$ cat src/rx_intf_defines.svh
// data widths, FIFO depths and AXI4-Lite register offsets for the rx interface
`ifndef RX_INTF_DEFINES_SVH
`define RX_INTF_DEFINES_SVH

// stream word
`define RX_WORD_W          64
`define RX_BYTES_PER_WORD  8

// buffer depths in words and in packets
`define RX_DATA_DEPTH      64
`define RX_DESC_DEPTH      8

// statistics counter width
`define RX_CNT_W           16

// AXI4-Lite bus
`define RX_AXIL_ADDR_W     4
`define RX_AXIL_DATA_W     32

// register byte offsets
`define RX_REG_CTRL        4'h0
`define RX_REG_DELIVERED   4'h4
`define RX_REG_DROPPED     4'h8
`define RX_REG_NEXT_SN     4'hC

`endif

$ cat src/rx_intf_pkg.sv
// package rx_intf_pkg with decoder header, word, descriptor, control and bus struct types
`include "rx_intf_defines.svh"

package rx_intf_pkg;

    // header fields from the packet decoder, 26 bits
    typedef struct packed {
        logic [7:0]  rate;
        logic [15:0] len;
        logic        ht_aggr;
        logic        ht_sgi;
    } pkt_hdr_t;

    typedef struct packed {
        logic [`RX_WORD_W-1:0] data;
    } rx_word_t;

    // one queued packet, word count includes the header word
    typedef struct packed {
        logic [15:0] num_words;
        logic        fcs_ok;
    } pkt_desc_t;

    // last member is bit 0 of CTRL
    typedef struct packed {
        logic intr_enable;
        logic drop_bad_fcs;
        logic enable;
    } rx_ctrl_t;

    typedef struct packed {
        logic [`RX_AXIL_ADDR_W-1:0]   awaddr;
        logic                         awvalid;
        logic [`RX_AXIL_DATA_W-1:0]   wdata;
        logic [`RX_AXIL_DATA_W/8-1:0] wstrb;
        logic                         wvalid;
        logic                         bready;
        logic [`RX_AXIL_ADDR_W-1:0]   araddr;
        logic                         arvalid;
        logic                         rready;
    } axil_req_t;

    typedef struct packed {
        logic                       awready;
        logic                       wready;
        logic [1:0]                 bresp;
        logic                       bvalid;
        logic                       arready;
        logic [`RX_AXIL_DATA_W-1:0] rdata;
        logic [1:0]                 rresp;
        logic                       rvalid;
    } axil_rsp_t;

    typedef struct packed {
        logic                  tvalid;
        logic [`RX_WORD_W-1:0] tdata;
        logic                  tlast;
    } axis_out_t;

endpackage

$ cat src/rx_byte_packer.sv
// rx_byte_packer: packs decoder bytes into header and data words and writes packet descriptors
`timescale 1ns/1ps
`include "rx_intf_defines.svh"

module rx_byte_packer
(
    input  logic                                 clk,
    input  logic                                 rst,
    input  logic                                 ctrl_enable,
    input  logic                                 hdr_strobe,
    input  rx_intf_pkg::pkt_hdr_t                hdr,
    input  logic [7:0]                           byte_in,
    input  logic                                 byte_strobe,
    input  logic                                 fcs_strobe,
    input  logic                                 fcs_ok,
    input  logic [$clog2(`RX_DATA_DEPTH+1)-1:0] data_count,
    input  logic                                 desc_full,
    output logic                                 word_push,
    output rx_intf_pkg::rx_word_t                word_data,
    output logic                                 desc_push,
    output rx_intf_pkg::pkt_desc_t               desc_data,
    output logic                                 refused_pulse,
    output logic [15:0]                          next_sn
);
    localparam int IDX_W = $clog2(`RX_BYTES_PER_WORD);

    logic                  active;
    logic [IDX_W-1:0]      byte_idx;
    logic [15:0]           word_cnt;
    logic [`RX_WORD_W-1:0] acc;
    logic [`RX_WORD_W-1:0] acc_next;
    logic [7:0]            room;
    logic [16:0]           need;
    logic                  hdr_fits;
    logic                  hdr_take;
    logic                  byte_take;
    logic                  fcs_take;
    logic                  word_done;

    // a push in flight this cycle is not yet in data_count
    assign room = 8'(`RX_DATA_DEPTH) - {1'b0, data_count} - {7'd0, word_push};
    assign need = {1'b0, hdr.len / 16'(`RX_BYTES_PER_WORD)} + 17'd2;
    assign hdr_fits = ({9'd0, room} >= need) && !desc_full;

    assign hdr_take  = hdr_strobe && ctrl_enable && hdr_fits;
    assign byte_take = active && byte_strobe && !hdr_strobe;
    assign fcs_take  = active && fcs_strobe && !hdr_strobe && !byte_strobe;
    assign word_done = byte_take && (byte_idx == IDX_W'(`RX_BYTES_PER_WORD - 1));

    // byte 0 of a word clears the stale upper bytes
    always_comb
    begin
        acc_next = (byte_idx == '0) ? '0 : acc;
        acc_next[byte_idx*8 +: 8] = byte_in;
    end

    always_ff @(posedge clk)
    begin
        if (rst)
        begin
            active        <= 1'b0;
            byte_idx      <= '0;
            word_cnt      <= '0;
            next_sn       <= '0;
            word_push     <= 1'b0;
            desc_push     <= 1'b0;
            refused_pulse <= 1'b0;
        end
        else
        begin
            word_push     <= hdr_take || word_done || (fcs_take && byte_idx != '0);
            desc_push     <= fcs_take;
            refused_pulse <= hdr_strobe && ctrl_enable && !hdr_fits;
            if (hdr_strobe)
            begin
                // refused or disabled packets leave active low
                active   <= hdr_take;
                byte_idx <= '0;
                word_cnt <= 16'd1;
            end
            else if (byte_take)
            begin
                byte_idx <= byte_idx + 1'b1;
                if (word_done)
                    word_cnt <= word_cnt + 1'b1;
            end
            else if (fcs_take)
            begin
                active  <= 1'b0;
                next_sn <= next_sn + 1'b1;
            end
        end
    end

    // payload path
    always_ff @(posedge clk)
    begin
        if (byte_take)
            acc <= acc_next;
        if (hdr_take)
            word_data.data <= {next_sn, hdr.len, hdr.rate, 22'd0, hdr.ht_sgi, hdr.ht_aggr};
        else if (word_done)
            word_data.data <= acc_next;
        else if (fcs_take)
            word_data.data <= acc;
        if (fcs_take)
        begin
            // partial word still to flush adds one
            desc_data.num_words <= (byte_idx != '0) ? word_cnt + 1'b1 : word_cnt;
            desc_data.fcs_ok    <= fcs_ok;
        end
    end

endmodule

$ cat src/rx_intf_regs.sv
// rx_intf_regs: AXI4-Lite slave with CTRL and the delivered, dropped and sequence readbacks
`timescale 1ns/1ps
`include "rx_intf_defines.svh"

module rx_intf_regs
(
    input  logic                   clk,
    input  logic                   rst,
    input  rx_intf_pkg::axil_req_t axil_req,
    input  logic                   refused_pulse,
    input  logic                   discard_pulse,
    input  logic                   deliver_pulse,
    input  logic [15:0]            next_sn,
    output rx_intf_pkg::axil_rsp_t axil_rsp,
    output rx_intf_pkg::rx_ctrl_t  ctrl
);
    logic                       awready;
    logic                       bvalid;
    logic                       arready;
    logic                       rvalid;
    logic [`RX_AXIL_DATA_W-1:0] rdata;
    logic [`RX_AXIL_DATA_W-1:0] rd_mux;
    logic [`RX_CNT_W-1:0]       delivered_cnt;
    logic [`RX_CNT_W-1:0]       dropped_cnt;
    logic [1:0]                 drop_inc;
    logic                       wr_go;
    logic                       rd_go;

    // one write or read in flight at a time
    assign wr_go = axil_req.awvalid && axil_req.wvalid && !awready && !bvalid;
    assign rd_go = axil_req.arvalid && !arready && !rvalid;

    // both drop sources can fire in the same cycle
    assign drop_inc = {1'b0, refused_pulse} + {1'b0, discard_pulse};

    always_ff @(posedge clk)
    begin
        if (rst)
        begin
            awready <= 1'b0;
            bvalid  <= 1'b0;
            ctrl    <= '0;
        end
        else
        begin
            awready <= wr_go;
            if (awready)
            begin
                bvalid <= 1'b1;
                // read-only offsets fall through untouched
                if (axil_req.awaddr == `RX_REG_CTRL && axil_req.wstrb[0])
                begin
                    ctrl.enable       <= axil_req.wdata[0];
                    ctrl.drop_bad_fcs <= axil_req.wdata[1];
                    ctrl.intr_enable  <= axil_req.wdata[2];
                end
            end
            else if (axil_req.bready)
            begin
                bvalid <= 1'b0;
            end
        end
    end

    always_ff @(posedge clk)
    begin
        if (rst)
        begin
            arready <= 1'b0;
            rvalid  <= 1'b0;
        end
        else
        begin
            arready <= rd_go;
            if (arready)
                rvalid <= 1'b1;
            else if (axil_req.rready)
                rvalid <= 1'b0;
        end
    end

    always_comb
    begin
        case (axil_req.araddr)
            `RX_REG_CTRL:      rd_mux = {{(`RX_AXIL_DATA_W-3){1'b0}}, ctrl};
            `RX_REG_DELIVERED: rd_mux = {{(`RX_AXIL_DATA_W-`RX_CNT_W){1'b0}}, delivered_cnt};
            `RX_REG_DROPPED:   rd_mux = {{(`RX_AXIL_DATA_W-`RX_CNT_W){1'b0}}, dropped_cnt};
            `RX_REG_NEXT_SN:   rd_mux = {{(`RX_AXIL_DATA_W-16){1'b0}}, next_sn};
            default:           rd_mux = '0;
        endcase
    end

    // araddr is still held by the master in the arready cycle
    always_ff @(posedge clk)
    begin
        if (arready)
            rdata <= rd_mux;
    end

    always_ff @(posedge clk)
    begin
        if (rst)
        begin
            delivered_cnt <= '0;
            dropped_cnt   <= '0;
        end
        else
        begin
            if (deliver_pulse)
                delivered_cnt <= delivered_cnt + 1'b1;
            dropped_cnt <= dropped_cnt + {{(`RX_CNT_W-2){1'b0}}, drop_inc};
        end
    end

    always_comb
    begin
        axil_rsp.awready = awready;
        axil_rsp.wready  = awready;
        axil_rsp.bresp   = 2'b00;
        axil_rsp.bvalid  = bvalid;
        axil_rsp.arready = arready;
        axil_rsp.rdata   = rdata;
        axil_rsp.rresp   = 2'b00;
        axil_rsp.rvalid  = rvalid;
    end

endmodule

$ cat src/rx_intf_top.sv
// rx_intf_top: register block, byte packer, data and descriptor FIFOs and stream output
`timescale 1ns/1ps
`include "rx_intf_defines.svh"

module rx_intf_top
(
    input  logic                   clk,
    input  logic                   rst,
    input  logic                   hdr_strobe,
    input  rx_intf_pkg::pkt_hdr_t  hdr,
    input  logic [7:0]             byte_in,
    input  logic                   byte_strobe,
    input  logic                   fcs_strobe,
    input  logic                   fcs_ok,
    input  rx_intf_pkg::axil_req_t axil_req,
    input  logic                   m_axis_tready,
    output rx_intf_pkg::axil_rsp_t axil_rsp,
    output rx_intf_pkg::axis_out_t m_axis,
    output logic                   rx_pkt_intr
);
    rx_intf_pkg::rx_ctrl_t               ctrl;
    logic                                refused_pulse;
    logic                                discard_pulse;
    logic                                deliver_pulse;
    logic [15:0]                         next_sn;
    logic                                word_push;
    rx_intf_pkg::rx_word_t               word_push_data;
    logic                                word_pop;
    rx_intf_pkg::rx_word_t               word_pop_data;
    logic                                word_empty;
    logic [$clog2(`RX_DATA_DEPTH+1)-1:0] data_count;
    logic                                desc_push;
    rx_intf_pkg::pkt_desc_t              desc_push_data;
    logic                                desc_pop;
    rx_intf_pkg::pkt_desc_t              desc_pop_data;
    logic                                desc_empty;
    logic                                desc_full;

    rx_intf_regs u_regs (
        .clk           (clk),
        .rst           (rst),
        .axil_req      (axil_req),
        .refused_pulse (refused_pulse),
        .discard_pulse (discard_pulse),
        .deliver_pulse (deliver_pulse),
        .next_sn       (next_sn),
        .axil_rsp      (axil_rsp),
        .ctrl          (ctrl)
    );

    rx_byte_packer u_packer (
        .clk           (clk),
        .rst           (rst),
        .ctrl_enable   (ctrl.enable),
        .hdr_strobe    (hdr_strobe),
        .hdr           (hdr),
        .byte_in       (byte_in),
        .byte_strobe   (byte_strobe),
        .fcs_strobe    (fcs_strobe),
        .fcs_ok        (fcs_ok),
        .data_count    (data_count),
        .desc_full     (desc_full),
        .word_push     (word_push),
        .word_data     (word_push_data),
        .desc_push     (desc_push),
        .desc_data     (desc_push_data),
        .refused_pulse (refused_pulse),
        .next_sn       (next_sn)
    );

    // packet words, header word first
    rx_sync_fifo #(
        .DEPTH     (`RX_DATA_DEPTH),
        .payload_t (rx_intf_pkg::rx_word_t)
    ) u_data_fifo (
        .clk       (clk),
        .rst       (rst),
        .push      (word_push),
        .push_data (word_push_data),
        .pop       (word_pop),
        .pop_data  (word_pop_data),
        .empty     (word_empty),
        .full      (),
        .count     (data_count)
    );

    rx_sync_fifo #(
        .DEPTH     (`RX_DESC_DEPTH),
        .payload_t (rx_intf_pkg::pkt_desc_t)
    ) u_desc_fifo (
        .clk       (clk),
        .rst       (rst),
        .push      (desc_push),
        .push_data (desc_push_data),
        .pop       (desc_pop),
        .pop_data  (desc_pop_data),
        .empty     (desc_empty),
        .full      (desc_full),
        .count     ()
    );

    rx_stream_out u_stream_out (
        .clk           (clk),
        .rst           (rst),
        .drop_bad_fcs  (ctrl.drop_bad_fcs),
        .intr_enable   (ctrl.intr_enable),
        .word_data     (word_pop_data),
        .word_empty    (word_empty),
        .desc_data     (desc_pop_data),
        .desc_empty    (desc_empty),
        .m_axis_tready (m_axis_tready),
        .word_pop      (word_pop),
        .desc_pop      (desc_pop),
        .m_axis        (m_axis),
        .discard_pulse (discard_pulse),
        .deliver_pulse (deliver_pulse),
        .rx_pkt_intr   (rx_pkt_intr)
    );

endmodule

$ cat src/rx_stream_out.sv
// rx_stream_out: sends queued packets as AXI4-Stream bursts, discards bad-FCS packets, packet interrupt
`timescale 1ns/1ps
`include "rx_intf_defines.svh"

module rx_stream_out
(
    input  logic                   clk,
    input  logic                   rst,
    input  logic                   drop_bad_fcs,
    input  logic                   intr_enable,
    input  rx_intf_pkg::rx_word_t  word_data,
    input  logic                   word_empty,
    input  rx_intf_pkg::pkt_desc_t desc_data,
    input  logic                   desc_empty,
    input  logic                   m_axis_tready,
    output logic                   word_pop,
    output logic                   desc_pop,
    output rx_intf_pkg::axis_out_t m_axis,
    output logic                   discard_pulse,
    output logic                   deliver_pulse,
    output logic                   rx_pkt_intr
);
    typedef enum logic [1:0] {ST_IDLE, ST_SEND, ST_DROP} state_t;

    state_t      state;
    logic [15:0] words_left;
    logic        last_word;

    assign last_word = (words_left == 16'd1);

    // the descriptor lands with the last word, so a whole packet is queued
    assign m_axis.tvalid = (state == ST_SEND) && !word_empty;
    assign m_axis.tdata  = word_data.data;
    assign m_axis.tlast  = (state == ST_SEND) && last_word;

    assign word_pop = !word_empty
                    && (((state == ST_SEND) && m_axis_tready) || (state == ST_DROP));
    assign desc_pop = word_pop && last_word;

    always_ff @(posedge clk)
    begin
        if (rst)
        begin
            state         <= ST_IDLE;
            words_left    <= '0;
            discard_pulse <= 1'b0;
            deliver_pulse <= 1'b0;
            rx_pkt_intr   <= 1'b0;
        end
        else
        begin
            discard_pulse <= 1'b0;
            deliver_pulse <= 1'b0;
            rx_pkt_intr   <= 1'b0;
            case (state)
                ST_IDLE:
                begin
                    if (!desc_empty)
                    begin
                        words_left <= desc_data.num_words;
                        state      <= (drop_bad_fcs && !desc_data.fcs_ok) ? ST_DROP : ST_SEND;
                    end
                end
                default:
                begin
                    if (word_pop)
                    begin
                        words_left <= words_left - 1'b1;
                        if (last_word)
                        begin
                            state <= ST_IDLE;
                            if (state == ST_SEND)
                            begin
                                deliver_pulse <= 1'b1;
                                rx_pkt_intr   <= intr_enable;
                            end
                            else
                            begin
                                discard_pulse <= 1'b1;
                            end
                        end
                    end
                end
            endcase
        end
    end

endmodule

$ cat src/rx_sync_fifo.sv
// rx_sync_fifo: single-clock circular buffer with a typed payload and occupancy count
`timescale 1ns/1ps
`include "rx_intf_defines.svh"

module rx_sync_fifo
#(
    parameter int  DEPTH     = `RX_DESC_DEPTH,
    parameter type payload_t = logic [7:0]
)
(
    input  logic                         clk,
    input  logic                         rst,
    input  logic                         push,
    input  payload_t                     push_data,
    input  logic                         pop,
    output payload_t                     pop_data,
    output logic                         empty,
    output logic                         full,
    output logic [$clog2(DEPTH+1)-1:0]  count
);
    localparam int PTR_W = $clog2(DEPTH);

    payload_t         mem [DEPTH];
    logic [PTR_W-1:0] wr_ptr;
    logic [PTR_W-1:0] rd_ptr;

    assign pop_data = mem[rd_ptr];
    assign empty    = (count == '0);
    assign full     = (count == ($clog2(DEPTH+1))'(DEPTH));

    always_ff @(posedge clk)
    begin
        if (rst)
        begin
            wr_ptr <= '0;
            rd_ptr <= '0;
            count  <= '0;
        end
        else
        begin
            if (push)
                wr_ptr <= (wr_ptr == PTR_W'(DEPTH-1)) ? '0 : wr_ptr + 1'b1;
            if (pop)
                rd_ptr <= (rd_ptr == PTR_W'(DEPTH-1)) ? '0 : rd_ptr + 1'b1;
            case ({push, pop})
                2'b10:   count <= count + 1'b1;
                2'b01:   count <= count - 1'b1;
                default: count <= count;
            endcase
        end
    end

    always_ff @(posedge clk)
    begin
        if (push)
            mem[wr_ptr] <= push_data;
    end

endmodule

$ cat config.mk
export PLATFORM = sky130hd
export DESIGN_NAME = rx_intf_top
export DESIGN_NICKNAME = d
export VERILOG_FILES = /design/src/rx_intf_pkg.sv /design/src/rx_byte_packer.sv /design/src/rx_intf_regs.sv /design/src/rx_intf_top.sv /design/src/rx_stream_out.sv /design/src/rx_sync_fifo.sv
export VERILOG_INCLUDE_DIRS = /design/src
export SDC_FILE = /design/constraint.sdc
export NUM_CORES = 2
export LEC_CHECK = 0
export ABC_AREA = 0
export BUFFER_PORTS_ARGS = -buffer_cell sky130_fd_sc_hd__buf_4
export CORE_MARGIN = 5
export CORE_UTILIZATION = 50
export CTS_BUF_LIST = sky130_fd_sc_hd__clkbuf_8
export DETAILED_ROUTE_END_ITERATION = 8
export PLACE_DENSITY = 0.65
export SYNTH_ARGS = -nofsm -noshare
export SYNTH_HDL_FRONTEND = slang
export SYNTH_MEMORY_MAX_BITS = 65536
export SYNTH_SLANG_ARGS = --single-unit
$ cat constraint.sdc
create_clock -name clk -period 21.2 [get_ports clk]
set_input_delay 4.24 -clock clk [delete_from_list [all_inputs] [get_ports clk]]
set_output_delay 4.24 -clock clk [all_outputs]
set_load 0.02 [all_outputs]
# Word-level counts from Yosys, hierarchy flattened
# Memory sizes are Yosys's and may differ from the RTL's. A register that Yosys moved wholly into a read port is not among the register bits.
# Cells that the tools add are included.
[classes]
addsub = 19
multipliers = 0
n_div = 0
n_lt_le_gt_ge = 1
n_eq_ne = 18
shifts = 2
muxes = 41
bitwise = 5
n_reduce_logical = 64
[ops]
columns = ["cell", "n"]
rows = [
  ["64-bit 2-to-1 mux", 4],
  ["64-bit bitwise mux", 1],
  ["16-bit 2-to-1 mux", 4],
  ["16-bit one-hot mux with 4 select lines", 1],
  ["8-bit by 34-bit variable shift with 64-bit output (first input constant)", 1],
  ["8-bit by 34-bit indexed part select with 64-bit output", 1],
  ["16-bit by 1-bit adder with 16-bit output (second input constant)", 3],
  ["6-bit negation with 34-bit output", 1],
  ["6-bit 2-to-1 mux", 4],
  ["1-bit logical AND", 23],
  ["2-bit nonzero test", 10],
  ["8-bit by 17-bit greater-or-equal comparator with 1-bit output", 1],
  ["16-bit by 2-bit adder with 16-bit output", 1],
  ["16-bit by 1-bit == test with 1-bit output (second input constant)", 1],
  ["1-bit 2-to-1 mux", 16],
  ["16-bit by 1-bit subtractor with 16-bit output (second input constant)", 1],
  ["13-bit by 2-bit adder with 14-bit output (second input constant)", 1],
  ["7-bit one-hot mux with 2 select lines", 1],
  ["6-bit by 1-bit adder with 6-bit output (second input constant)", 2],
  ["4-bit == test (second input constant)", 3],
  ["6-bit == test (second input constant)", 2],
  ["4-bit zero test", 3],
  ["3-bit 2-to-1 mux", 4],
  ["1-bit zero test", 10],
  ["26 further kinds", 51],
]
[totals]
register_bits = 305
latch_bits = 0
ramBits = 4232
mem_bits_ro = 0
inputBits = 90
output_inout_bits = 108
wordCells = 186
mem_count = 2
[mem_list]
columns = ["name", "depth", "word_bits", "rd", "rd_clocked_by_memory_dff", "wr", "line", "source"]
rows = [
  ["u_data_fifo.mem", 64, 64, 1, 1, 1, "rx_sync_fifo.sv:23", "payload_t mem [DEPTH];"],
  ["u_desc_fifo.mem", 8, 17, 1, 1, 1, "rx_sync_fifo.sv:23", ""],
]

# Logic depth before layout (Yosys ltp)
[logic_depth]
word_depth = 7
ltp_mapped = 17
ltp_nobuf = 15

# Hierarchy
# Synthesis repeated with hierarchy kept, for this count alone.
[hier_totals]
cells_unflattened = 8325
area_unflattened_um2 = 175945.0
[by_module_without_submodules]
columns = ["module", "n_inst", "cells_per_inst", "area_each_um2", "seq_area_each_um2"]
rows = [
  ["rx_sync_fifo at u_data_fifo", 1, 6668, 156027.1, 123498.4],
  ["rx_byte_packer", 1, 874, 9387.8, 4914.7],
  ["rx_sync_fifo at u_desc_fifo", 1, 269, 5849.4, 4344.2],
  ["rx_intf_regs", 1, 280, 2748.9, 1261.2],
  ["rx_stream_out", 1, 234, 1931.9, 420.4],
]

# Worst setup path after synthesis
# No wires, ideal clock.
[synth_path]
path_type = "flip-flop to flip-flop"
from = "reg u_data_fifo.wr_ptr[4]"
to = "mem u_data_fifo.mem[48][0] (netlist name), enable pin"
setup_time_ns = 0.644
arrival_time_ns = 7.003
required_time_ns = 20.556
path_slack_ns = 13.553
stages_incl_launch_ff = 5
path_buffers = 1
synth_period_minus_slack_ns = 7.647
cell_sequence = "dfxtp_1 clkbuf_1 nand2_1 or3_1 nor4_1"
[synth_lines]
columns = ["element", "line", "source"]
rows = [
  ["start: declaration", "rx_sync_fifo.sv:24", "logic [PTR_W-1:0] wr_ptr;"],
  ["start signal: assignment", "rx_sync_fifo.sv:42", "wr_ptr <= (wr_ptr == PTR_W'(DEPTH-1)) ? '0 : wr_ptr + 1'b1;"],
  ["end: declaration", "rx_sync_fifo.sv:23", ""],
]
# No word-level cell before the write port.

==> results.json <==
{
  "clockRootBuffer": "clkbuf_8",
  "criticalPathCategory": "reg2out",
  "io_pins": 198,
  "grt_remaining_overflow": 0,
  "slew_violations": 0,
  "required_ns": 16.96,
  "cp_max_fo": 109,
  "die_h_um": 601,
  "antenna_found_initial": 22,
  "synth.top_cells.by_area": "edfxtp_1 75%, mux4_2 14%, dfxtp_1 1.8%, mux2i_1 1.2%, a21oi_1 0.71%",
  "cts_setup_buffers": 0,
  "status": "completed",
  "grt_max_degree": 136,
  "grt_pass1_vias": 90150,
  "synth-edff-count": 4371,
  "worstMarginPinSlew_ns": 1.31,
  "cp_top_family": "buffers and inverters",
  "cap_violations": 0,
  "async_flop_share": 0,
  "cp_data_arrival_time_ns": 7.17,
  "whs_path_depth": 1,
  "fin_util": 0.558,
  "start_util": 0.501,
  "crit_chain": "buf_12 > buf_4 > buf_4 > buf_4 > mux4_2 > a221oi_1 > o21ai_0 > o211a_1 > buf_4",
  "power.leakage_nw": 56.6,
  "drc": 0,
  "max_freq_ghz": 0.0876,
  "cts_buffers": 708,
  "cp-end-kind": "output port",
  "nNetsFinal": 8937,
  "finalHoldViolCount": 0,
  "setup_viol": 0,
  "r2r_cells": 15,
  "synth_largest_area_cell": "edfxtp_1",
  "peakVddDrop_v": 0.0000623,
  "slew_headroom": 0.124,
  "rows": 217,
  "clock_path_buffers": 4,
  "p_total_mw": 16.4,
  "h-tree-depth": 6,
  "vias": 88270,
  "ys_seq_elements": 4530,
  "layout_commonest_cell": "edfxtp_1",
  "netlist.area_leader.share": 0.752,
  "tns_ns": 0,
  "setup.worst_path.start_class": "flop",
  "drt-total-wl_um": 458000,
  "dr.pass1.iters": 6,
  "path_depth": 9,
  "netlist_area_sq_um": 175000,
  "insertion_delay_ns": 1.25,
  "layout_common_cells": "4371 x edfxtp_1, 1064 x mux4_2, 733 x clkbuf_8, 400 x buf_4, 299 x inv_1",
  "wire_per_inst_um": 32.8,
  "hold_buffers": 0,
  "areaGrowthSynthToFinish_pct": 11.5,
  "cts_tree": "built",
  "period_share": 0.538,
  "ys_seq_area_frac": 0.770,
  "synthFlopType": "edfxtp_1",
  "pre_cts_slack_ns": 10.71,
  "gr-usage-all-layers": 0.250,
  "p_per_area_nw_per_um2": 84.2,
  "die_area_sq_um": 361000,
  "rsz0062_at_grt": "no",
  "fp.coreArea_sq_um": 349000,
  "cp_common_cell": "buf_4",
  "post_cts_resized": 0,
  "slowest_stage": "dfxtp_4",
  "dieWidth_um": 601,
  "clkSinkCount": 4530,
  "synth_area_per_cell_sq_um": 21.4,
  "setup_slack_ns": 9.79,
  "drive_above_1_share": 0.270,
  "yosysUniqueCellTypes": 77,
  "path_clk_slew_ns": 0.06,
  "io_buffers": 145,
  "crit_buf_inv": 5,
  "ant_nets": 0,
  "skew_ns": 0.0848,
  "viasPerCell": 6.33,
  "fin_crit_ns": 11.41,
  "grt_first_pass_wirelength_um": 650000,
  "postSynthCellCount": 8144,
  "hpwl_um": 246000,
  "ys_warn_count": 0,
  "min_path_type": "reg2reg",
  "max_stage_delay_ns": 1.02,
  "drt_iter0_drc": 11445,
  "globalplace.congestion": 0.801
}
[per-stage QoR]
step / cell area (sq um) / cells / hold slack (ns)
2_1_floorplan: 175000 / 8163 / 0.420
3_3_place_gp: 182000 / 12686 / 0.435
3_5_place_dp: 182000 / 12686 / 0.445
4_1_cts: 195000 / 13931 / 0.452
5_1_grt: 195000 / 13945 / 0.488
6_report: 195000 / 13946 / 0.458
[registers in the layout (all words and copies together), names as in the netlist, 17 cells and up, named ones only]
name and count:
u_data_fifo.mem 4096, u_packer.word_data 64, u_packer.desc_data 17, u_packer.acc 64
u_desc_fifo.mem 136
[worst paths after layout]
check	from	to	slack [ns]
setup / recovery	flop	m_axis[1]	9.79
hold / removal	u_regs.bvalid	u_regs.awready	0.46
setup reg to reg	u_packer.word_push	u_packer.word_data[37]	15.96
hold reg to reg	u_regs.bvalid	u_regs.awready	0.46
[cell families (layout without fill, tap and decap cells)]
group / count (synthesis) / in the layout / share of synthesized area
other cells: 1 / 35 / 0.0000215
xor+xnor: 86 / 86 / 0.00431
mux: 1325 / 1325 / 0.153
fa+ha+maj: 50 / 50 / 0.00371
flops: 4530 / 4530 / 0.770
simple gates: 742 / 742 / 0.0207
buf+inv: 541 / 1710 / 0.0142
compound gates: 869 / 869 / 0.0343
[per-layer routing]
| metal | up-vias | part of all wire | GRT usage |
|---|---|---|---|
| met2 | 4703 | 0.49 | 0.406 |
| met4 | 6 | 0.036 | 0.0882 |
| met3 | 804 | 0.088 | 0.0427 |
| met5 | - | 0.000087 | 0 |
| li1 | 35701 | - | - |
| met1 | 47056 | 0.39 | 0.346 |
[layout make-up]
type                       instances  area (sq um)
fill                           25832        154000
inverter                          57           214
sequential                      4530        134000
clock buffer                     733         10100
tap                             4599          5750
timing repair buffer             408          3160
multi-input combinational       3092         38300
clock inverter                   512          2540
antenna                           15          37.5
[power by group]
group	internal [mW]	leakage, nW	switching (mW)
sequential	9.66	37.7	0.00152
clock	3.34	7.32	3.34
combinational	0.0128	11.5	0.0247
[cell usage after synthesis, types with 24 or more instances]
library cell and number:
a221oi_1 126, a211oi_1 30, nor2b_1 35, mux2_2 59, mux2i_1 202, o221ai_1 91
buf_4 64, a22o_1 80, a31oi_1 32, nand2_1 135, clkbuf_1 231, xnor2_1 38
or3_1 24, o21ai_0 100, edfxtp_1 4371, nor2_1 284, nand3_1 84, o211a_1 25
dfxtp_1 159, xor2_1 48, a21oi_1 246, buf_1 54, ha_1 47, buf_2 130
o22ai_1 80, nor3_1 39, mux4_2 1064, inv_1 54
(Power assumes the default switching activity.)
